### src/logic/tetris_pkg.sv
package tetris_pkg;

  //////////////////////////////
  // Basic types
  //////////////////////////////

  // One bit each for red, green, blue
  typedef logic [2:0] pixel_color_t;
  typedef logic [9:0] coord_t;
  typedef logic [7:0] score_t;

  // Current scan position, shared by all renderers
  typedef struct packed {
    coord_t x;
    coord_t y;
    logic   active;
  } pixel_pos_t;

  //////////////////////////////
  // 640x480 frame timing
  //////////////////////////////

  localparam int H_ACTIVE = 640;
  localparam int H_FRONT  = 16;
  localparam int H_SYNC   = 96;
  localparam int H_BACK   = 48;
  localparam int H_TOTAL  = 800;

  localparam int V_ACTIVE = 480;
  localparam int V_FRONT  = 10;
  localparam int V_SYNC   = 2;
  localparam int V_BACK   = 33;
  localparam int V_TOTAL  = 525;

  //////////////////////////////
  // Layout
  //////////////////////////////

  // Board placement, 16 px cells
  localparam int CELL_PX   = 16;
  localparam int GRID_COLS = 10;
  localparam int GRID_ROWS = 20;
  localparam int GRID_X0   = 240;
  localparam int GRID_Y0   = 96;
  localparam int BORDER_PX = 2;

  // Row 0 on top, column 0 on the left
  typedef pixel_color_t [GRID_ROWS-1:0][GRID_COLS-1:0] board_t;

  // Score digits to the right of the board
  localparam int SCORE_X0  = 440;
  localparam int SCORE_Y0  = 96;
  localparam int DIGIT_W   = 16;
  localparam int DIGIT_H   = 24;
  localparam int DIGIT_GAP = 4;
  localparam int SEG_T     = 3;
  localparam pixel_color_t SCORE_COLOR = 3'd2;

  // Title banner above the board
  localparam int BANNER_X0 = 200;
  localparam int BANNER_Y0 = 24;
  localparam int FONT_SCALE = 4;
  localparam int BANNER_W  = 6;
  localparam pixel_color_t BANNER_COLOR = 3'd5;

endpackage

### src/logic/banner_renderer.sv
`timescale 1ns/100ps

module banner_renderer (
  input  tetris_pkg::pixel_pos_t   pos,
  output tetris_pkg::pixel_color_t color
);
  import tetris_pkg::*;

  // Five font columns plus one blank
  localparam int CHAR_COLS = 6;
  localparam int FONT_ROWS = 7;
  localparam int BANNER_X1 = BANNER_X0 + BANNER_W * CHAR_COLS * FONT_SCALE;
  localparam int BANNER_Y1 = BANNER_Y0 + FONT_ROWS * FONT_SCALE;

  //////////////////////////////
  // Glyph ROM
  //////////////////////////////

  // Top row in the MSBs, leftmost column first
  localparam logic [34:0] GLYPH_T = {5'b11111, 5'b00100, 5'b00100, 5'b00100,
                                     5'b00100, 5'b00100, 5'b00100};
  localparam logic [34:0] GLYPH_E = {5'b11111, 5'b10000, 5'b10000, 5'b11110,
                                     5'b10000, 5'b10000, 5'b11111};
  localparam logic [34:0] GLYPH_R = {5'b11110, 5'b10001, 5'b10001, 5'b11110,
                                     5'b10100, 5'b10010, 5'b10001};
  localparam logic [34:0] GLYPH_I = {5'b01110, 5'b00100, 5'b00100, 5'b00100,
                                     5'b00100, 5'b00100, 5'b01110};
  localparam logic [34:0] GLYPH_S = {5'b01111, 5'b10000, 5'b10000, 5'b01110,
                                     5'b00001, 5'b00001, 5'b11110};

  logic        in_banner;
  coord_t      fx;
  coord_t      fy;
  logic [2:0]  char_idx;
  logic [2:0]  char_col;
  logic [34:0] glyph;
  logic        pix_on;

  // Position in font cells
  assign in_banner = (pos.x >= coord_t'(BANNER_X0)) && (pos.x < coord_t'(BANNER_X1)) &&
                     (pos.y >= coord_t'(BANNER_Y0)) && (pos.y < coord_t'(BANNER_Y1));
  assign fx = (pos.x - coord_t'(BANNER_X0)) / coord_t'(FONT_SCALE);
  assign fy = (pos.y - coord_t'(BANNER_Y0)) / coord_t'(FONT_SCALE);

  // Which letter and which column of it
  assign char_idx = 3'(fx / coord_t'(CHAR_COLS));
  assign char_col = 3'(fx % coord_t'(CHAR_COLS));

  // T E T R I S
  always_comb begin
    case (char_idx)
      3'd0:    glyph = GLYPH_T;
      3'd1:    glyph = GLYPH_E;
      3'd2:    glyph = GLYPH_T;
      3'd3:    glyph = GLYPH_R;
      3'd4:    glyph = GLYPH_I;
      3'd5:    glyph = GLYPH_S;
      default: glyph = '0;
    endcase
  end

  // Spacing column never lit
  always_comb begin
    pix_on = 1'b0;
    if (in_banner && (char_col < 3'd5)) begin
      pix_on = glyph[34 - (int'(fy) * 5 + int'(char_col))];
    end
  end

  assign color = pix_on ? BANNER_COLOR : '0;

endmodule

### src/logic/grid_renderer.sv
`timescale 1ns/100ps

module grid_renderer (
  input  tetris_pkg::pixel_pos_t   pos,
  input  tetris_pkg::board_t       board,
  output tetris_pkg::pixel_color_t color
);
  import tetris_pkg::*;

  // Board rectangle, end bounds exclusive
  localparam int GRID_X1    = GRID_X0 + GRID_COLS * CELL_PX;
  localparam int GRID_Y1    = GRID_Y0 + GRID_ROWS * CELL_PX;
  localparam int CELL_SHIFT = $clog2(CELL_PX);

  // Outer edge of the white ring
  localparam int RING_X0 = GRID_X0 - BORDER_PX;
  localparam int RING_X1 = GRID_X1 + BORDER_PX;
  localparam int RING_Y0 = GRID_Y0 - BORDER_PX;
  localparam int RING_Y1 = GRID_Y1 + BORDER_PX;

  localparam pixel_color_t WHITE = 3'd7;

  logic       in_board;
  logic       in_ring;
  coord_t     dx;
  coord_t     dy;
  logic [4:0] row;
  logic [3:0] col;

  //////////////////////////////
  // Region decode
  //////////////////////////////

  assign in_board = (pos.x >= coord_t'(GRID_X0)) && (pos.x < coord_t'(GRID_X1)) &&
                    (pos.y >= coord_t'(GRID_Y0)) && (pos.y < coord_t'(GRID_Y1));

  // Ring box includes the board, board wins below
  assign in_ring = (pos.x >= coord_t'(RING_X0)) && (pos.x < coord_t'(RING_X1)) &&
                   (pos.y >= coord_t'(RING_Y0)) && (pos.y < coord_t'(RING_Y1));

  // Offset into the board
  assign dx = pos.x - coord_t'(GRID_X0);
  assign dy = pos.y - coord_t'(GRID_Y0);

  // Cell index, divide by cell size
  assign col = dx[CELL_SHIFT +: 4];
  assign row = dy[CELL_SHIFT +: 5];

  //////////////////////////////
  // Color select
  //////////////////////////////

  always_comb begin
    if (in_board) begin
      color = board[row][col];
    end else if (in_ring) begin
      color = WHITE;
    end else begin
      // Transparent outside the board
      color = '0;
    end
  end

endmodule

### src/logic/score_renderer.sv
`timescale 1ns/100ps

module score_renderer (
  input  tetris_pkg::pixel_pos_t   pos,
  input  tetris_pkg::score_t       score,
  output tetris_pkg::pixel_color_t color
);
  import tetris_pkg::*;

  localparam int DIGIT_PITCH = DIGIT_W + DIGIT_GAP;
  localparam int HALF_H      = DIGIT_H / 2;
  // Middle bar centered on row 11
  localparam int G_MID       = 11;

  score_t     rem;
  logic [3:0] hund;
  logic [3:0] tens;
  logic [3:0] units;
  logic [2:0][3:0] digits;

  logic       in_y;
  logic       in_digit;
  logic [3:0] digit_val;
  coord_t     lx;
  coord_t     ly;
  logic [6:0] seg_on;
  logic [6:0] seg_hit;

  // Segment order {g,f,e,d,c,b,a}
  function automatic logic [6:0] seg7(input logic [3:0] d);
    case (d)
      4'd0:    seg7 = 7'h3F;
      4'd1:    seg7 = 7'h06;
      4'd2:    seg7 = 7'h5B;
      4'd3:    seg7 = 7'h4F;
      4'd4:    seg7 = 7'h66;
      4'd5:    seg7 = 7'h6D;
      4'd6:    seg7 = 7'h7D;
      4'd7:    seg7 = 7'h07;
      4'd8:    seg7 = 7'h7F;
      4'd9:    seg7 = 7'h6F;
      default: seg7 = 7'h00;
    endcase
  endfunction

  //////////////////////////////
  // Binary to decimal
  //////////////////////////////

  always_comb begin
    rem  = score;
    hund = '0;
    if (rem >= 8'd200) begin
      hund = 4'd2;
      rem  = rem - 8'd200;
    end else if (rem >= 8'd100) begin
      hund = 4'd1;
      rem  = rem - 8'd100;
    end
    // At most nine tens left
    tens = '0;
    for (int i = 0; i < 9; i++) begin
      if (rem >= 8'd10) begin
        rem  = rem - 8'd10;
        tens = tens + 4'd1;
      end
    end
    units = rem[3:0];
  end

  // Hundreds leftmost
  assign digits[0] = hund;
  assign digits[1] = tens;
  assign digits[2] = units;

  //////////////////////////////
  // Digit placement
  //////////////////////////////

  assign in_y = (pos.y >= coord_t'(SCORE_Y0)) && (pos.y < coord_t'(SCORE_Y0 + DIGIT_H));
  assign ly   = pos.y - coord_t'(SCORE_Y0);

  always_comb begin
    in_digit  = 1'b0;
    digit_val = '0;
    lx        = '0;
    for (int k = 0; k < 3; k++) begin
      if ((pos.x >= coord_t'(SCORE_X0 + k * DIGIT_PITCH)) &&
          (pos.x <  coord_t'(SCORE_X0 + k * DIGIT_PITCH + DIGIT_W))) begin
        in_digit  = in_y;
        digit_val = digits[k];
        lx        = pos.x - coord_t'(SCORE_X0 + k * DIGIT_PITCH);
      end
    end
  end

  //////////////////////////////
  // Segment geometry
  //////////////////////////////

  assign seg_hit[0] = (ly < coord_t'(SEG_T));
  assign seg_hit[1] = (lx >= coord_t'(DIGIT_W - SEG_T)) && (ly < coord_t'(HALF_H));
  assign seg_hit[2] = (lx >= coord_t'(DIGIT_W - SEG_T)) && (ly >= coord_t'(HALF_H));
  assign seg_hit[3] = (ly >= coord_t'(DIGIT_H - SEG_T));
  assign seg_hit[4] = (lx < coord_t'(SEG_T)) && (ly >= coord_t'(HALF_H));
  assign seg_hit[5] = (lx < coord_t'(SEG_T)) && (ly < coord_t'(HALF_H));
  assign seg_hit[6] = (ly >= coord_t'(G_MID - SEG_T / 2)) &&
                      (ly <= coord_t'(G_MID + SEG_T / 2));

  assign seg_on = seg7(digit_val);
  assign color  = (in_digit && |(seg_on & seg_hit)) ? SCORE_COLOR : '0;

endmodule

### src/logic/score_ticker.sv
`timescale 1ns/100ps

module score_ticker #(
  parameter int TICK_DIV = 100
) (
  input  logic               onehuzz,
  input  logic               reset,
  output tetris_pkg::score_t score
);

  localparam int DIV_W = $clog2(TICK_DIV + 1);

  logic [DIV_W-1:0] div_cnt;
  logic             tick;

  //////////////////////////////
  // Tick divider
  //////////////////////////////

  // Counts 0 .. TICK_DIV-1, tick on the last count
  // so the first one lands TICK_DIV cycles after reset
  assign tick = (div_cnt == DIV_W'(TICK_DIV - 1));

  always_ff @(posedge onehuzz, posedge reset) begin
    if (reset) begin
      div_cnt <= '0;
    end else if (tick) begin
      div_cnt <= '0;
    end else begin
      div_cnt <= div_cnt + DIV_W'(1);
    end
  end

  //////////////////////////////
  // Score register
  //////////////////////////////

  // Test pattern score, sticks at the top value
  always_ff @(posedge onehuzz, posedge reset) begin
    if (reset) begin
      score <= '0;
    end else if (tick && (score != '1)) begin
      score <= score + 8'd1;
    end
  end

endmodule

### src/logic/tetris_display.sv
`timescale 1ns/100ps

module tetris_display #(
  parameter int TICK_DIV = 100
) (
  input  logic               onehuzz,
  input  logic               reset,
  input  tetris_pkg::board_t board,
  output logic               hsync,
  output logic               vsync,
  output logic               red,
  output logic               green,
  output logic               blue,
  output tetris_pkg::score_t score
);
  import tetris_pkg::*;

  pixel_pos_t   pos;
  logic         hsync_raw;
  logic         vsync_raw;
  pixel_color_t grid_color;
  pixel_color_t score_color;
  pixel_color_t banner_color;
  pixel_color_t final_color;
  pixel_color_t rgb_q;

  //////////////////////////////
  // Blocks
  //////////////////////////////

  vga_timing u_timing (
    .onehuzz   (onehuzz),
    .reset     (reset),
    .pos       (pos),
    .hsync_raw (hsync_raw),
    .vsync_raw (vsync_raw)
  );

  score_ticker #(
    .TICK_DIV (TICK_DIV)
  ) u_ticker (
    .onehuzz (onehuzz),
    .reset   (reset),
    .score   (score)
  );

  grid_renderer u_grid (
    .pos   (pos),
    .board (board),
    .color (grid_color)
  );

  score_renderer u_score (
    .pos   (pos),
    .score (score),
    .color (score_color)
  );

  banner_renderer u_banner (
    .pos   (pos),
    .color (banner_color)
  );

  //////////////////////////////
  // Layer merge
  //////////////////////////////

  // Banner over score over board, black in blanking
  always_comb begin
    if (!pos.active) begin
      final_color = '0;
    end else if (banner_color != '0) begin
      final_color = banner_color;
    end else if (score_color != '0) begin
      final_color = score_color;
    end else begin
      final_color = grid_color;
    end
  end

  // One stage for color and syncs alike
  always_ff @(posedge onehuzz, posedge reset) begin
    if (reset) begin
      rgb_q <= '0;
      hsync <= 1'b1;
      vsync <= 1'b1;
    end else begin
      rgb_q <= final_color;
      hsync <= hsync_raw;
      vsync <= vsync_raw;
    end
  end

  assign red   = rgb_q[2];
  assign green = rgb_q[1];
  assign blue  = rgb_q[0];

endmodule

### src/logic/vga_timing.sv
`timescale 1ns/100ps

module vga_timing (
  input  logic                   onehuzz,
  input  logic                   reset,
  output tetris_pkg::pixel_pos_t pos,
  output logic                   hsync_raw,
  output logic                   vsync_raw
);
  import tetris_pkg::*;

  // Sync windows, counted from the start of the line / frame
  localparam int H_SYNC_START = H_ACTIVE + H_FRONT;
  localparam int H_SYNC_END   = H_SYNC_START + H_SYNC;
  localparam int V_SYNC_START = V_ACTIVE + V_FRONT;
  localparam int V_SYNC_END   = V_SYNC_START + V_SYNC;

  coord_t h_cnt;
  coord_t v_cnt;
  logic   h_last;
  logic   v_last;

  //////////////////////////////
  // Pixel counters
  //////////////////////////////

  // End of line and end of frame
  assign h_last = (h_cnt == coord_t'(H_TOTAL - 1));
  assign v_last = (v_cnt == coord_t'(V_TOTAL - 1));

  // Horizontal wraps every 800 clocks
  always_ff @(posedge onehuzz, posedge reset) begin
    if (reset) begin
      h_cnt <= '0;
    end else if (h_last) begin
      h_cnt <= '0;
    end else begin
      h_cnt <= h_cnt + coord_t'(1);
    end
  end

  // Vertical steps once per line
  always_ff @(posedge onehuzz, posedge reset) begin
    if (reset) begin
      v_cnt <= '0;
    end else if (h_last) begin
      if (v_last) begin
        v_cnt <= '0;
      end else begin
        v_cnt <= v_cnt + coord_t'(1);
      end
    end
  end

  //////////////////////////////
  // Decode
  //////////////////////////////

  assign pos.x      = h_cnt;
  assign pos.y      = v_cnt;
  assign pos.active = (h_cnt < coord_t'(H_ACTIVE)) && (v_cnt < coord_t'(V_ACTIVE));

  // Both syncs active low
  assign hsync_raw = !((h_cnt >= coord_t'(H_SYNC_START)) &&
                       (h_cnt <  coord_t'(H_SYNC_END)));
  assign vsync_raw = !((v_cnt >= coord_t'(V_SYNC_START)) &&
                       (v_cnt <  coord_t'(V_SYNC_END)));

endmodule

### config.mk
export PLATFORM = sky130hd
export DESIGN_NAME = tetris_display
export DESIGN_NICKNAME = d
export VERILOG_FILES = /design/src/logic/tetris_pkg.sv /design/src/logic/banner_renderer.sv /design/src/logic/grid_renderer.sv /design/src/logic/score_renderer.sv /design/src/logic/score_ticker.sv /design/src/logic/tetris_display.sv /design/src/logic/vga_timing.sv
export SDC_FILE = /design/constraint.sdc
export NUM_CORES = 1
export LEC_CHECK = 0
export BUFFER_PORTS_ARGS = -buffer_cell sky130_fd_sc_hd__buf_2
export CELL_PAD_IN_SITES_DETAIL_PLACEMENT = 1
export CELL_PAD_IN_SITES_GLOBAL_PLACEMENT = 2
export CORE_AREA = 5 5 234 236
export CTS_CLUSTER_SIZE = 40
export DETAILED_ROUTE_END_ITERATION = 16
export DIE_AREA = 0 0 239 241
export PLACE_DENSITY_LB_ADDON = 0.1
export SYNTH_ARGS = -nofsm -noshare
export SYNTH_HDL_FRONTEND = slang
export SYNTH_SLANG_ARGS = --single-unit
### constraint.sdc
create_clock -name onehuzz -period 16.55 [get_ports onehuzz]
set_input_delay 3.31 -clock onehuzz [delete_from_list [all_inputs] [get_ports onehuzz]]
set_output_delay 3.31 -clock onehuzz [all_outputs]
set_load 0.02 [all_outputs]
==> metrics.txt <==
run status=complete, no violations; relative slew slack=30.36%; DR pass1 iterations=5; Post-Syn Area per Cell=9.408 um2; chip height=241 um; antenna-violating nets left=0; setup TNS=0 ns; final hold violation count=0; Crit path buffers/inverters=10; Combinational Power Share=39.3%; P&R area growth vs syn=30.78%; WS Path Type=register to register; H-tree Lvls=2; Worst path max stage delay=0.67 ns; max-slew violation count=0; storage element area=0.001012 mm2; worst-path fanout max=14; Clock Root Buffer=clkbuf_16; Peak VDD IR=0.03313 mV; first-pass GRT wire length=113.5 mm; max-cap violation count=0; area of the mapped netlist=0.01287 mm2; Syn Nets=2047; clock buffer depth=2; detailed-route DRC error count=0; fmax=66.84 MHz; Clock Power Share=33.5%; Most used DFF post-synth=dfrtp_1; GPL Wtd Cong=0.9107; Post-Syn Instances=1368; Net Sw Power=111.3 uW; vias per cell=5.682; RSZ-0062 raised after global routing=false; ys async rst share=100.0%; worst skew pair latency=0.31 ns; CTS tree=done; total vias in the final route=14859; Hold Buf Count CTS=0; Tcrit/Tclk final=90.40%; Int Power=247.9 uW; Multi-input gate area=0.01130 mm2; sequential element share of the synthesized area=7.797%; clock-pin transition on the worst setup and hold timing paths=0.08 ns; GRT Total Usage=27.01%; final WL=82.28 mm; Crit path max-delay family=compound AO/OA/AOI/OAI gates; Arr. time, crit path=15.21 ns; initial antenna violation count=32; Overflow after GRT=0; CP max stage cell=dfrtp_1; Sw Ratio=30.98%; Num CTS Buffers=5; Sink Count=40; worst slew pin tran=1.042 ns; largest net degree at the start of global routing=61; nets@finish=2593; minimum clock period=14.96 ns; ratio of cells with drive above 1 in the final layout=47.42%; setup violators final=0; Starting DRT DRC Count=1426; hpwl dp=72.09 mm; Initial Util=24.64%; die footprint=0.05760 mm2; Post-synth EDFFs=0; Pwr Density=21.34 mW/mm2; fillers=6231; routed len/inst=31.47 um; sequential share of power=27.2%; port bufs=614; LEAKAGE=7.032 nW; row count=84; clock skew=0.01336 ns; CP required=16.80 ns; Core Region=0.05224 mm2; type of origin of the critical path=register; CP endpoint kind=register; Core Util, Final=32.22%; Yosys cell types=113; vias in the first global route=15315; #FFs+latches synth=40; Synth Warn #=0; width of the die=239 um; worst min path class=register to register; Top Ports=615
==> power groups by stage <==
stage	clock (mW)	sequential [mW]	combinational, mW
6_report	0.120	0.0977	0.141
5_1_grt	0.129	0.0977	0.147
4_1_cts	0.125	0.0977	0.141
3_5_place_dp	0	0.0996	0.140
3_3_place_gp	0	0.0996	0.139
2_1_floorplan	0	0.0996	0.0342
==> path summary, 6_finish.rpt <==
check	start	endpoint	slack, ns	cells past startpoint
setup / recovery	u_ticker.score[2]$_DFFE_PP0P_	rgb_q[1]$_DFF_PP0_	1.59	73
hold reg to reg	u_ticker.div_cnt[0]$_DFF_PP0_	u_ticker.div_cnt[0]$_DFF_PP0_	0.49	1
min in group asynchronous	reset	u_ticker.div_cnt[2]$_DFF_PP0_	3.17	3
hold / removal	u_ticker.div_cnt[0]$_DFF_PP0_	u_ticker.div_cnt[0]$_DFF_PP0_	0.49	1
setup reg to reg	u_ticker.score[2]$_DFFE_PP0P_	rgb_q[1]$_DFF_PP0_	1.59	73
max in group asynchronous	reset	u_timing.v_cnt[4]$_DFFE_PP0N_	12.85	3
==> cell type report <==
| cell class | instances | area share, % |
|---|---|---|
| inverter | 63 | 1.405 |
| sequential | 40 | 6.014 |
| clock inverter | 2 | 0.2081 |
| clock buffer | 6 | 0.7657 |
| tap | 688 | 5.114 |
| antenna | 12 | 0.1784 |
| multi-input combinational | 1170 | 67.16 |
| timing repair buffer | 634 | 19.15 |
==> metal layers <==
metal	share of wire, %	up-vias	GRT usage (%)
li1	-	6600	-
met1	40	7579	35.53
met2	49	590	45.42
met3	7.4	82	5.474
met4	3.1	8	7.643
met5	0.051	-	0
==> cell usage in the layout, fill, tap and decap left out, drive strengths merged, types with 13 or more instances in the layout <==
| master | synthesis | layout |
|---|---|---|
| o21ai | 66 | 66 |
| nand2b | 20 | 20 |
| a221oi | 30 | 30 |
| nand3 | 47 | 47 |
| a31oi | 17 | 17 |
| mux2i | 23 | 23 |
| xnor2 | 64 | 64 |
| xor2 | 20 | 20 |
| ha | 75 | 75 |
| nor4 | 14 | 14 |
| dfrtp | 38 | 38 |
| nor2b | 17 | 17 |
| a21oi | 72 | 72 |
| mux4 | 183 | 183 |
| a21o | 15 | 15 |
| a211oi | 19 | 19 |
| buf | 29 | 634 |
| inv | 60 | 59 |
| nand4 | 14 | 14 |
| o211ai | 17 | 17 |
| o21a | 13 | 13 |
| and3 | 18 | 18 |
| nor3 | 39 | 39 |
| nor2 | 86 | 86 |
| nand2 | 107 | 107 |
==> metrics by stage <==
stage,instance area [um2],power (mW),hold slack (ns),std cells,setup slack (ns)
global route,16820,0.3744,0.5179,2609,0.06289
global placement,16620,0.2382,0.4803,2593,1.982
CTS,16780,0.3638,0.4933,2601,1.369
detailed placement,16620,0.2399,0.4849,2593,1.487
finish,16830,0.3592,0.4895,2615,1.589
floorplan,12870,0.1338,0.4544,1368,3.432
==> sequential cells by signal, indices dropped and copies added, names as in the netlist <==
name,flops
vsync,1
u_timing.h_cnt,10
u_ticker.score,8
rgb_q,3
hsync,1
u_timing.v_cnt,10
u_ticker.div_cnt,7
==> logic make-up (layout without fill, tap and decap cells) <==
kind of cell	count (synthesis)	after routing	synth area share, %
AND/OR/NAND/NOR	411	411	16.24
flip-flops	40	40	7.797
multiplexers	218	218	35.01
AO/OA/AOI/OAI	379	379	22.60
XOR/XNOR	85	85	6.008
other	0	12	0
buffers and inverters	158	705	4.744
adder cells (fa/ha/maj)	77	77	7.603
==> worst register-to-register path, delay by kind of cell (launching register included) <==
family | cells | cell delay, ns
adder cells (fa/ha/maj) | 10 | 2.13
XOR/XNOR | 4 | 1.13
AND/OR/NAND/NOR | 23 | 3.53
buffers and inverters | 10 | 1.08
AO/OA/AOI/OAI | 22 | 5.17
multiplexers | 4 | 1.18
flip-flops | 1 | 0.67
==> cells in the mapped netlist, drive strengths merged, types with 6 or more instances <==
cell type / instances / share of area [%]
o211a: 8 / 0.62
a311oi: 6 / 0.68
nand2: 107 / 3.1
nor2: 86 / 2.5
and2: 9 / 0.46
nand4: 14 / 0.68
ha: 75 / 7.3
a221oi: 30 / 2.2
nor3: 39 / 1.6
o211ai: 17 / 1.1
mux2i: 23 / 1.9
o22ai: 10 / 0.53
or3: 9 / 0.48
a31oi: 17 / 0.87
xor2: 20 / 1.4
nand2b: 20 / 0.97
a2111oi: 8 / 0.65
a21boi: 7 / 0.41
o21a: 13 / 0.76
and3: 18 / 0.87
nor2b: 17 / 0.83
xnor2: 64 / 4.5
o2111ai: 8 / 0.54
dfrtp: 38 / 7.4
o31ai: 9 / 0.63
nand3: 47 / 2.0
nor4: 14 / 0.68
o21ai: 66 / 2.7
a211oi: 19 / 1.5
a21oi: 72 / 2.9
inv: 60 / 1.7
nor4b: 6 / 0.46
or4: 6 / 0.41
clkbuf: 66 / 1.9
a21o: 15 / 0.87
buf: 29 / 0.98
mux2: 12 / 1.1
mux4: 183 / 32
a22oi: 8 / 0.51
==> timing repair <==
item / 4_1_cts / 5_1_grt
setup endpoints to repair: 0 / 3
resized for setup: 0 / 1
buffers inserted: 0 / 2
(Power assumes the default switching activity.)
